$ cat config.mk
export PLATFORM = sky130hd
export DESIGN_NAME = hps_sys_top
export DESIGN_NICKNAME = d
export VERILOG_FILES = /design/src/hw/hps_sys_pkg.sv /design/src/hw/hps_word_if.sv /design/src/hw/hps_io_link.sv /design/src/hw/hps_cmd_regs.sv /design/src/hw/status_leds.sv /design/src/hw/audio_mix_chan.sv /design/src/hw/hps_sys_top.sv
export VERILOG_INCLUDE_DIRS = /design/src /design/src/hw
export SDC_FILE = /design/constraint.sdc
export NUM_CORES = 1
export LEC_CHECK = 0
export ABC_CLOCK_PERIOD_IN_PS = 5500
export BUFFER_PORTS_ARGS = -buffer_cell sky130_fd_sc_hd__buf_2
export CORE_UTILIZATION = 53
export DETAILED_ROUTE_END_ITERATION = 8
export PLACE_DENSITY = 0.82
export SYNTH_ARGS = -nofsm -noshare
export SYNTH_HDL_FRONTEND = slang
export SYNTH_SLANG_ARGS = --single-unit
$ cat constraint.sdc
create_clock -name clk_sys -period 5.5 [get_ports clk_sys]
set_clock_uncertainty 0.05 [all_clocks]
set_input_delay 1.1 -clock clk_sys [delete_from_list [all_inputs] [get_ports clk_sys]]
set_output_delay 1.1 -clock clk_sys [all_outputs]
set_load 0.05 [all_outputs]
$ cat src/hw/hps_sys_cfg.svh
// HPS host port and audio block configuration
// Word and command widths, command codes, register reset values
// and the depth of the host port synchronizer

`ifndef HPS_SYS_CFG_SVH
`define HPS_SYS_CFG_SVH

// Host word and command byte
`define HPS_WORD_W      16
`define HPS_CMD_W       8

// Input register stages on the host port
`define HPS_SYNC_STAGES 2

// Command codes seen in the first word of a frame
`define HPS_CMD_CFG     8'h01
`define HPS_CMD_LED     8'h25
`define HPS_CMD_VOL     8'h26

// Attenuation field, top bit mutes
`define HPS_ATT_W       5

// Register values after reset
`define HPS_CFG_RST     16'h0000
`define HPS_VOL_RST     5'd0

`endif

$ cat src/hw/hps_sys_pkg.sv
// HPS system types
// Command and crossfeed enums, audio sample and host word types

`default_nettype none

`include "hps_sys_cfg.svh"

package hps_sys_pkg;

	// Decoded frame command
	typedef enum logic [`HPS_CMD_W-1:0] {
		CMD_NONE = 8'h00,
		CMD_CFG  = `HPS_CMD_CFG,
		CMD_LED  = `HPS_CMD_LED,
		CMD_VOL  = `HPS_CMD_VOL
	} hps_cmd_e;

	// Crossfeed between the stereo channels
	typedef enum logic [1:0] {
		MIX_NONE = 2'd0,
		MIX_LOW  = 2'd1,
		MIX_MID  = 2'd2,
		MIX_FULL = 2'd3
	} mix_mode_e;

	typedef logic signed [15:0] sample_t;
	typedef logic signed [16:0] acc_t;

	typedef logic [`HPS_WORD_W-1:0] hps_word_t;

endpackage

`default_nettype wire

$ cat src/hw/hps_word_if.sv
// Host word channel
// Received words and framing from the host link to the register file,
// one strobe per word and no back-pressure

`default_nettype none

interface hps_word_if;

	logic                   word_stb;
	hps_sys_pkg::hps_word_t word;
	logic                   in_frame;
	logic                   frame_end;

	// Link side drives everything
	modport link (
		output word_stb,
		output word,
		output in_frame,
		output frame_end
	);

	modport regs (
		input word_stb,
		input word,
		input in_frame,
		input frame_end
	);

endinterface

`default_nettype wire

$ cat src/hw/hps_io_link.sv
// Host port link
// Synchronizes the toggling host clock, frame line and data word,
// issues one strobe per rising clock line and answers with an
// acknowledge that follows the synchronized clock line

`default_nettype none

`include "hps_sys_cfg.svh"

module hps_io_link (
	input  wire                    clk_sys,
	input  wire                    resetd,
	input  wire                    i_io_clk,
	input  wire                    i_io_uio,
	input  wire hps_sys_pkg::hps_word_t i_io_din,
	output logic                   o_io_ack,
	hps_word_if.link               wd
);

	localparam int SYNC_N = `HPS_SYNC_STAGES;

	logic [SYNC_N-1:0]      clk_sync;
	logic [SYNC_N-1:0]      uio_sync;
	hps_sys_pkg::hps_word_t din_sync [SYNC_N];
	logic                   io_clk_s;
	logic                   io_uio_s;
	logic                   frame_q;

	assign io_clk_s = clk_sync[SYNC_N-1];
	assign io_uio_s = uio_sync[SYNC_N-1];

	//////////////////////
	// Input synchronizer
	//////////////////////
	always_ff @(posedge clk_sys) begin
		if (resetd) begin
			clk_sync <= '0;
			uio_sync <= '0;
		end else begin
			clk_sync <= {clk_sync[SYNC_N-2:0], i_io_clk};
			uio_sync <= {uio_sync[SYNC_N-2:0], i_io_uio};
		end
	end

	// Data word rides alongside the clock line
	always_ff @(posedge clk_sys) begin
		din_sync[0] <= i_io_din;
		for (int i = 1; i < SYNC_N; i++) begin
			din_sync[i] <= din_sync[i-1];
		end
	end

	//////////////////////
	// Strobe and acknowledge
	//////////////////////
	always_ff @(posedge clk_sys) begin
		if (resetd) begin
			o_io_ack    <= 1'b0;
			wd.word_stb <= 1'b0;
			frame_q     <= 1'b0;
		end else begin
			// Ack is the previous clock level, so a rising edge shows as clk high, ack low
			o_io_ack    <= io_clk_s;
			wd.word_stb <= io_clk_s & ~o_io_ack;
			frame_q     <= io_uio_s;
		end
	end

	// Captured once per rising clock line
	always_ff @(posedge clk_sys) begin
		if (io_clk_s && !o_io_ack) begin
			wd.word <= din_sync[SYNC_N-1];
		end
	end

	assign wd.in_frame  = io_uio_s;
	assign wd.frame_end = frame_q & ~io_uio_s;

endmodule

`default_nettype wire

$ cat src/hw/hps_cmd_regs.sv
// Host command register file
// The first word of a frame selects a command, later words update
// the configuration, LED override or volume register

`default_nettype none

`include "hps_sys_cfg.svh"

module hps_cmd_regs (
	input  wire                    clk_sys,
	input  wire                    resetd,
	hps_word_if.regs               wd,
	output hps_sys_pkg::hps_word_t o_cfg,
	output logic [7:0]             o_led_mask,
	output logic [7:0]             o_led_state,
	output logic [`HPS_ATT_W-1:0]  o_vol_att
);

	logic                  has_cmd;
	hps_sys_pkg::hps_cmd_e cmd;

	// Unknown codes map to CMD_NONE and are then ignored
	function automatic hps_sys_pkg::hps_cmd_e cmd_decode(input logic [`HPS_CMD_W-1:0] code);
		hps_sys_pkg::hps_cmd_e res;
		case (code)
			`HPS_CMD_CFG: res = hps_sys_pkg::CMD_CFG;
			`HPS_CMD_LED: res = hps_sys_pkg::CMD_LED;
			`HPS_CMD_VOL: res = hps_sys_pkg::CMD_VOL;
			default:      res = hps_sys_pkg::CMD_NONE;
		endcase
		return res;
	endfunction

	//////////////////////
	// Frame decode
	//////////////////////
	always_ff @(posedge clk_sys) begin
		if (resetd) begin
			has_cmd     <= 1'b0;
			cmd         <= hps_sys_pkg::CMD_NONE;
			o_cfg       <= `HPS_CFG_RST;
			o_led_mask  <= '0;
			o_led_state <= '0;
			o_vol_att   <= `HPS_VOL_RST;
		end else if (wd.frame_end) begin
			has_cmd <= 1'b0;
			cmd     <= hps_sys_pkg::CMD_NONE;
		end else if (wd.word_stb && wd.in_frame) begin
			if (!has_cmd) begin
				// Command byte in the low half of the first word
				has_cmd <= 1'b1;
				cmd     <= cmd_decode(wd.word[`HPS_CMD_W-1:0]);
			end else begin
				case (cmd)
					hps_sys_pkg::CMD_CFG: begin
						o_cfg <= wd.word;
					end
					hps_sys_pkg::CMD_LED: begin
						o_led_mask  <= wd.word[15:8];
						o_led_state <= wd.word[7:0];
					end
					hps_sys_pkg::CMD_VOL: begin
						o_vol_att <= wd.word[`HPS_ATT_W-1:0];
					end
					default: begin
						// Data of an ignored command
					end
				endcase
			end
		end
	end

endmodule

`default_nettype wire

$ cat src/hw/status_leds.sv
// Status LED merge
// Front-panel power, disk and user levels from the core requests,
// and the board LED bank with the host override applied per bit

`default_nettype none

module status_leds (
	input  wire        i_led_user,
	input  wire  [1:0] i_led_power,
	input  wire  [1:0] i_led_disk,
	input  wire        i_hdd_act,
	input  wire        i_pll_locked,
	input  wire  [7:0] i_led_mask,
	input  wire  [7:0] i_led_state,
	output logic       o_led_power,
	output logic       o_led_hdd,
	output logic       o_led_user,
	output logic [7:0] o_led
);

	logic [7:0] led_dflt;

	// Power needs both request bits
	assign o_led_power = i_led_power[1] & i_led_power[0];

	// Forced mode on bit 1, otherwise request or drive activity
	assign o_led_hdd = i_led_disk[1] ? i_led_disk[0] : (i_led_disk[0] | i_hdd_act);

	assign o_led_user = i_led_user;

	// Default board pattern on the even bits plus PLL lock
	assign led_dflt = {1'b0, i_pll_locked, 1'b0, o_led_power,
		1'b0, o_led_hdd, 1'b0, o_led_user};

	assign o_led = (i_led_mask & i_led_state) | (~i_led_mask & led_dflt);

endmodule

`default_nettype wire

$ cat src/hw/audio_mix_chan.sv
// Audio mixer channel
// Settles the core sample, converts it to signed, adds the Linux sample,
// applies crossfeed from the other channel, attenuates and clamps

`default_nettype none

`include "hps_sys_cfg.svh"

module audio_mix_chan (
	input  wire                          clk_sys,
	input  wire                          resetd,
	input  wire [$bits(hps_sys_pkg::sample_t)-1:0] i_core,
	input  wire hps_sys_pkg::sample_t    i_linux,
	input  wire                          i_is_signed,
	input  wire hps_sys_pkg::mix_mode_e  i_mix,
	input  wire [`HPS_ATT_W-1:0]         i_att,
	input  wire hps_sys_pkg::sample_t    i_pre_in,
	output hps_sys_pkg::sample_t         o_pre,
	output hps_sys_pkg::sample_t         o_sample
);

	localparam int SMP_W = $bits(hps_sys_pkg::sample_t);

	logic [SMP_W-1:0]  core_d1;
	logic [SMP_W-1:0]  core_d2;
	logic [SMP_W-1:0]  core_d3;
	logic [SMP_W-1:0]  core_held;
	hps_sys_pkg::acc_t conv;
	hps_sys_pkg::acc_t sum;
	hps_sys_pkg::acc_t xfeed;
	hps_sys_pkg::acc_t atten;

	// Half-sum goes to the other channel without a register
	assign o_pre = sum[SMP_W:1];

	always_ff @(posedge clk_sys) begin
		if (resetd) begin
			core_d1   <= '0;
			core_d2   <= '0;
			core_d3   <= '0;
			core_held <= '0;
			conv      <= '0;
			sum       <= '0;
			xfeed     <= '0;
			atten     <= '0;
			o_sample  <= '0;
		end else begin
			////////////////////
			// Settle
			////////////////////
			core_d1 <= i_core;
			core_d2 <= core_d1;
			core_d3 <= core_d2;
			if (core_d1 == core_d2 && core_d2 == core_d3) begin
				core_held <= core_d3;
			end

			// Unsigned samples lose one bit to fit the signed range
			if (i_is_signed) begin
				conv <= {core_held[SMP_W-1], core_held};
			end else begin
				conv <= {2'b00, core_held[SMP_W-1:1]};
			end

			sum <= conv + hps_sys_pkg::acc_t'(i_linux);

			////////////////////
			// Crossfeed
			////////////////////
			case (i_mix)
				hps_sys_pkg::MIX_NONE: xfeed <= sum;
				hps_sys_pkg::MIX_LOW:
					xfeed <= sum - (sum >>> 3) + hps_sys_pkg::acc_t'(i_pre_in >>> 2);
				hps_sys_pkg::MIX_MID:
					xfeed <= sum - (sum >>> 2) + hps_sys_pkg::acc_t'(i_pre_in >>> 1);
				hps_sys_pkg::MIX_FULL:
					xfeed <= (sum >>> 1) + hps_sys_pkg::acc_t'(i_pre_in);
				default: xfeed <= sum;
			endcase

			// Top bit mutes, the rest is a shift count
			if (i_att[`HPS_ATT_W-1]) begin
				atten <= '0;
			end else begin
				atten <= xfeed >>> i_att[`HPS_ATT_W-2:0];
			end

			// Saturate when the two top bits disagree
			if (atten[SMP_W] ^ atten[SMP_W-1]) begin
				o_sample <= {atten[SMP_W], {(SMP_W-1){~atten[SMP_W]}}};
			end else begin
				o_sample <= atten[SMP_W-1:0];
			end
		end
	end

endmodule

`default_nettype wire

$ cat src/hw/hps_sys_top.sv
// HPS host port and audio top level
// Host link feeding the command registers, which set the LED
// override and the attenuation of the two stereo mixer channels

`default_nettype none

`include "hps_sys_cfg.svh"

module hps_sys_top (
	input  wire                    clk_sys,
	input  wire                    resetd,

	// Host port
	input  wire                    i_io_clk,
	input  wire                    i_io_uio,
	input  wire [`HPS_WORD_W-1:0]  i_io_din,
	output logic                   o_io_ack,
	output hps_sys_pkg::hps_word_t o_cfg,

	// LED requests and outputs
	input  wire                    i_led_user,
	input  wire  [1:0]             i_led_power,
	input  wire  [1:0]             i_led_disk,
	input  wire                    i_hdd_act,
	input  wire                    i_pll_locked,
	output logic                   o_led_power,
	output logic                   o_led_hdd,
	output logic                   o_led_user,
	output logic [7:0]             o_led,

	// Audio
	input  wire  [15:0]            i_core_l,
	input  wire  [15:0]            i_core_r,
	input  wire  [15:0]            i_linux_l,
	input  wire  [15:0]            i_linux_r,
	input  wire                    i_audio_signed,
	input  wire  [1:0]             i_audio_mix,
	output hps_sys_pkg::sample_t   o_audio_l,
	output hps_sys_pkg::sample_t   o_audio_r
);

	hps_word_if u_wd_if ();

	logic [7:0]             led_mask;
	logic [7:0]             led_state;
	logic [`HPS_ATT_W-1:0]  vol_att;
	hps_sys_pkg::sample_t   pre_l;
	hps_sys_pkg::sample_t   pre_r;
	hps_sys_pkg::mix_mode_e mix_mode;

	assign mix_mode = hps_sys_pkg::mix_mode_e'(i_audio_mix);

	////////////////////
	// Host side
	////////////////////
	hps_io_link u_link (
		.clk_sys  (clk_sys),
		.resetd   (resetd),
		.i_io_clk (i_io_clk),
		.i_io_uio (i_io_uio),
		.i_io_din (i_io_din),
		.o_io_ack (o_io_ack),
		.wd       (u_wd_if)
	);

	hps_cmd_regs u_regs (
		.clk_sys     (clk_sys),
		.resetd      (resetd),
		.wd          (u_wd_if),
		.o_cfg       (o_cfg),
		.o_led_mask  (led_mask),
		.o_led_state (led_state),
		.o_vol_att   (vol_att)
	);

	status_leds u_leds (
		.i_led_user   (i_led_user),
		.i_led_power  (i_led_power),
		.i_led_disk   (i_led_disk),
		.i_hdd_act    (i_hdd_act),
		.i_pll_locked (i_pll_locked),
		.i_led_mask   (led_mask),
		.i_led_state  (led_state),
		.o_led_power  (o_led_power),
		.o_led_hdd    (o_led_hdd),
		.o_led_user   (o_led_user),
		.o_led        (o_led)
	);

	////////////////////
	// Stereo mixer
	////////////////////
	// Each channel takes the other's half-sum for crossfeed
	audio_mix_chan u_mix_l (
		.clk_sys     (clk_sys),
		.resetd      (resetd),
		.i_core      (i_core_l),
		.i_linux     (i_linux_l),
		.i_is_signed (i_audio_signed),
		.i_mix       (mix_mode),
		.i_att       (vol_att),
		.i_pre_in    (pre_r),
		.o_pre       (pre_l),
		.o_sample    (o_audio_l)
	);

	audio_mix_chan u_mix_r (
		.clk_sys     (clk_sys),
		.resetd      (resetd),
		.i_core      (i_core_r),
		.i_linux     (i_linux_r),
		.i_is_signed (i_audio_signed),
		.i_mix       (mix_mode),
		.i_att       (vol_att),
		.i_pre_in    (pre_l),
		.o_pre       (pre_r),
		.o_sample    (o_audio_r)
	);

endmodule

`default_nettype wire

==> summary.md <==
| Metric | Value |
|---|---|
| Post-synth ARST share | `0%` |
| CP peak stage delay | `0.54 ns` |
| Cts hold-fix bufs | `0` |
| Worst slew pin tran | `1.15 ns` |
| Mapped Cells | `2,226` |
| Slew HR | `23.5%` |
| DRT Pass-1 Iters | `6` |
| Worst Hold Depth | `0` |
| Worst path slowest cell | `or4b_1` |
| I/O pins | `154` |
| Clock transition at path regs | `roughly 0.070 ns` |
| Synth top area cells | `dfxtp_1, ha_1, fa_1` |
| Setup CP Type | `reg2reg` |
| PwrDens | `327 nW/um2` |
| Total wire length | `51,200 um` |
| Status | `complete, no violations` |
| Diodes inserted | `0` |
| Flop2flop setup slack | `around 1.6 ns` |
| Postcts setup bufs | `0` |
| H-tree levels | `2` |
| Top post-synthesis cells by count | `dfxtp_1, nor2_1, inv_1` |
| Hold WS | `0.270 ns` |
| Initial antenna violation count | `0` |
| Overall Global Routing Usage | `26.1%` |
| Clock Latency Late Sink | `0.57 ns` |
| Setup violations, final | `0` |
| Hold Path Class | `reg2reg` |
| Post-synth net total | `2,515` |
| DPL Wire Length | `38,500 um` |
| Syn Area/Cell | `around 9.2 um2` |
| Mapped Area | `a little over 20,000 um2` |
| Core area | `37,900 um2` |
| Cts repair resizes | `0` |
| Fin. Hold Viols | `0` |
| Root Buffer | `clkbuf_16` |
| Number of library cell types mapped by synthesis | `80` |
| Share of layout cells above drive strength 1 | `11.9%` |
| DRT antenna net count | `0` |
| Slew Viols, Final | `0` |
| Sequential fraction of the synthesis area | `between 30% and 40%` |
| Die Area | `39,500 um2` |
| Crit-path cells | `inv_1 -> ha_1 -> inv_1 -> ha_1 -> fa_1 -> a21o_1 -> a21oi_1 -> o21ai_0 -> a211oi_1 -> xor2_1 -> nor3_1 -> or4b_1` |
| GRT Residual Overflow | `0` |
| CP Max Fanout | `6` |
| Most common cell in the netlist | `dfxtp_1` |
| CTS buffer count | `40` |
| FF-to-FF path depth | `12` |
| Max Fclk | `roughly 0.26 GHz` |
| Fin Setup TNS | `0 ns` |
| Worst EP required | `5.89 ns` |
| Top FF cell, synth | `dfxtp_1` |
| CP Launch Type | `flop` |
| GPL Wtd Cong | `1.03` |
| WL/cell | `17.7 um` |
| DR vias/cell | `5.65` |
| CTS tree | `done` |
| Area Overhead vs Synth | `12.2%` |
| Synth area leader | `dfxtp_1` |
| Total Nets Final | `2,632` |
| DIE WIDTH | `199 um` |
| Residual DRC | `0` |
| Die Ht | `about 200 um` |
| Post-synth EDFFs | `16` |
| Clock sink count | `390` |
| Top-area cell type share of the netlist area | `36.5%` |
| Pleak | `10.4 nW` |
| Nature of the critical path endpoint | `flop` |
| Largest net degree at the start of global routing | `roughly 120` |
| Max IR drop VDD | `0.283 mV` |
| Max Cap Viol | `0` |
| Final period util | `70.5%` |
| Synth Register Bits | `slightly below 400` |
| Critical path arrival | `4.27 ns` |
| CTS max path bufs | `3` |
| Vias in the first global route | `16.1k` |
| Vias | `16.3k` |
| Final worst path period need | `about 3.9 ns` |
| Starting DRT DRC Count | `1,244` |
| Initial core utilization | `a little over half` |
| Syn. warnings | `0` |
| IO buf count | `153` |
| Row cnt | `71` |
| RSZ-0062 raised after global routing | `no` |
| First-pass GRT wire length | `~81,000 um` |
flip-flops by register name (all words and copies together), names as in the netlist, 17 cells and up:
register	cells
u_mix_l.xfeed	17
u_mix_r.atten	17
u_mix_r.sum	17
u_mix_l.atten	17
u_mix_r.xfeed	17
u_link.din_sync	32
u_mix_l.sum	17
worst max-delay path, delay by kind of cell (launching register included):
| kind | cells | cell delay [ns] |
|---|---|---|
| adders and majority gates | 3 | 1.15 |
| DFF | 1 | 0.40 |
| xor gates and xnor gates | 1 | 0.18 |
| AOI/OAI and AO/OA | 4 | 1.13 |
| buffers and inverters | 2 | 0.26 |
| and+or+nand+nor | 2 | 0.59 |
kinds of logic after synthesis:
group	Yosys count	synth area share, %
xor+xnor	88	3.75
simple gates	673	15.9
fa+ha+maj	195	14.2
mux	120	6.93
compound gates	479	15.2
buf+inv	281	5.19
flops	390	38.8
per-stage QoR:
step           cell area, um2  worst slack (ns)  instances  util [%]  total power [mW]
3_3_place_gp            21700              1.83       2812      57.2              4.82
5_1_grt                 23000              1.46       2886      60.7              7.86
6_report                23000              1.62       2886      60.7              7.52
4_1_cts                 23000              1.66       2886      60.7              7.54
3_5_place_dp            21700              1.69       2812      57.2              4.85
2_1_floorplan           20500              2.20       2226         -              4.41
final timing paths:
kind                                               to                  start
worst min-delay path            u_link.din_sync[1][0]  u_link.din_sync[0][0]
worst min register to register  u_link.din_sync[1][0]  u_link.din_sync[0][0]
worst max-delay path                u_mix_l.xfeed[12]         u_mix_r.sum[3]
worst max register to register      u_mix_l.xfeed[12]         u_mix_r.sum[3]
power by group:
part / leakage [nW] / switching (mW) / internal [mW] / total, mW
combinational: 6.54 / 1.06 / 0.674 / 1.73
clock: 0.636 / 1.14 / 1.55 / 2.69
sequential: 3.22 / 0.110 / 3.00 / 3.11
total: 10.4 / 2.30 / 5.22 / 7.52
layout make-up:
type	instances	area [um2]
Fill cell	3179	14900
Multi-Input combinational cell	1555	11500
Sequential cell	390	7970
Clock buffer	51	1110
Timing Repair Buffer	164	858
Inverter	192	721
Tap cell	511	639
Clock inverter	23	224
cell usage in the layout, fill, tap and decap left out, types with 12 or more instances in the layout:
master,synthesis,routed
dfxtp_1,374,374
nor2_1,195,193
inv_1,190,190
a21oi_1,171,171
nand2_1,161,161
buf_2,5,152
ha_1,132,132
nor2b_1,129,129
mux2i_1,89,89
o21ai_0,65,65
fa_1,63,63
xnor2_1,56,56
a211oi_1,52,52
nor3_1,48,48
a21o_1,43,43
clkbuf_16,0,40
and3_1,37,37
xor2_1,32,32
a221oi_1,24,24
nand3_1,19,19
nand2b_1,18,18
mux4_2,16,16
o21a_1,16,16
edfxtp_1,16,16
and2_1,14,14
mux2_2,14,14
o22ai_1,14,14
a31oi_1,12,12
per-layer routing:
metal / wire length, um / up-vias / global-route usage [%]
met5: 0 / - / 0
met2: 25400 / 587 / 46.3
met3: 3300 / 103 / 3.66
li1: - / 7908 / -
met1: 21100 / 7716 / 32.3
met4: 1440 / 0 / 8.55
Power figures use the tool's default switching activity.
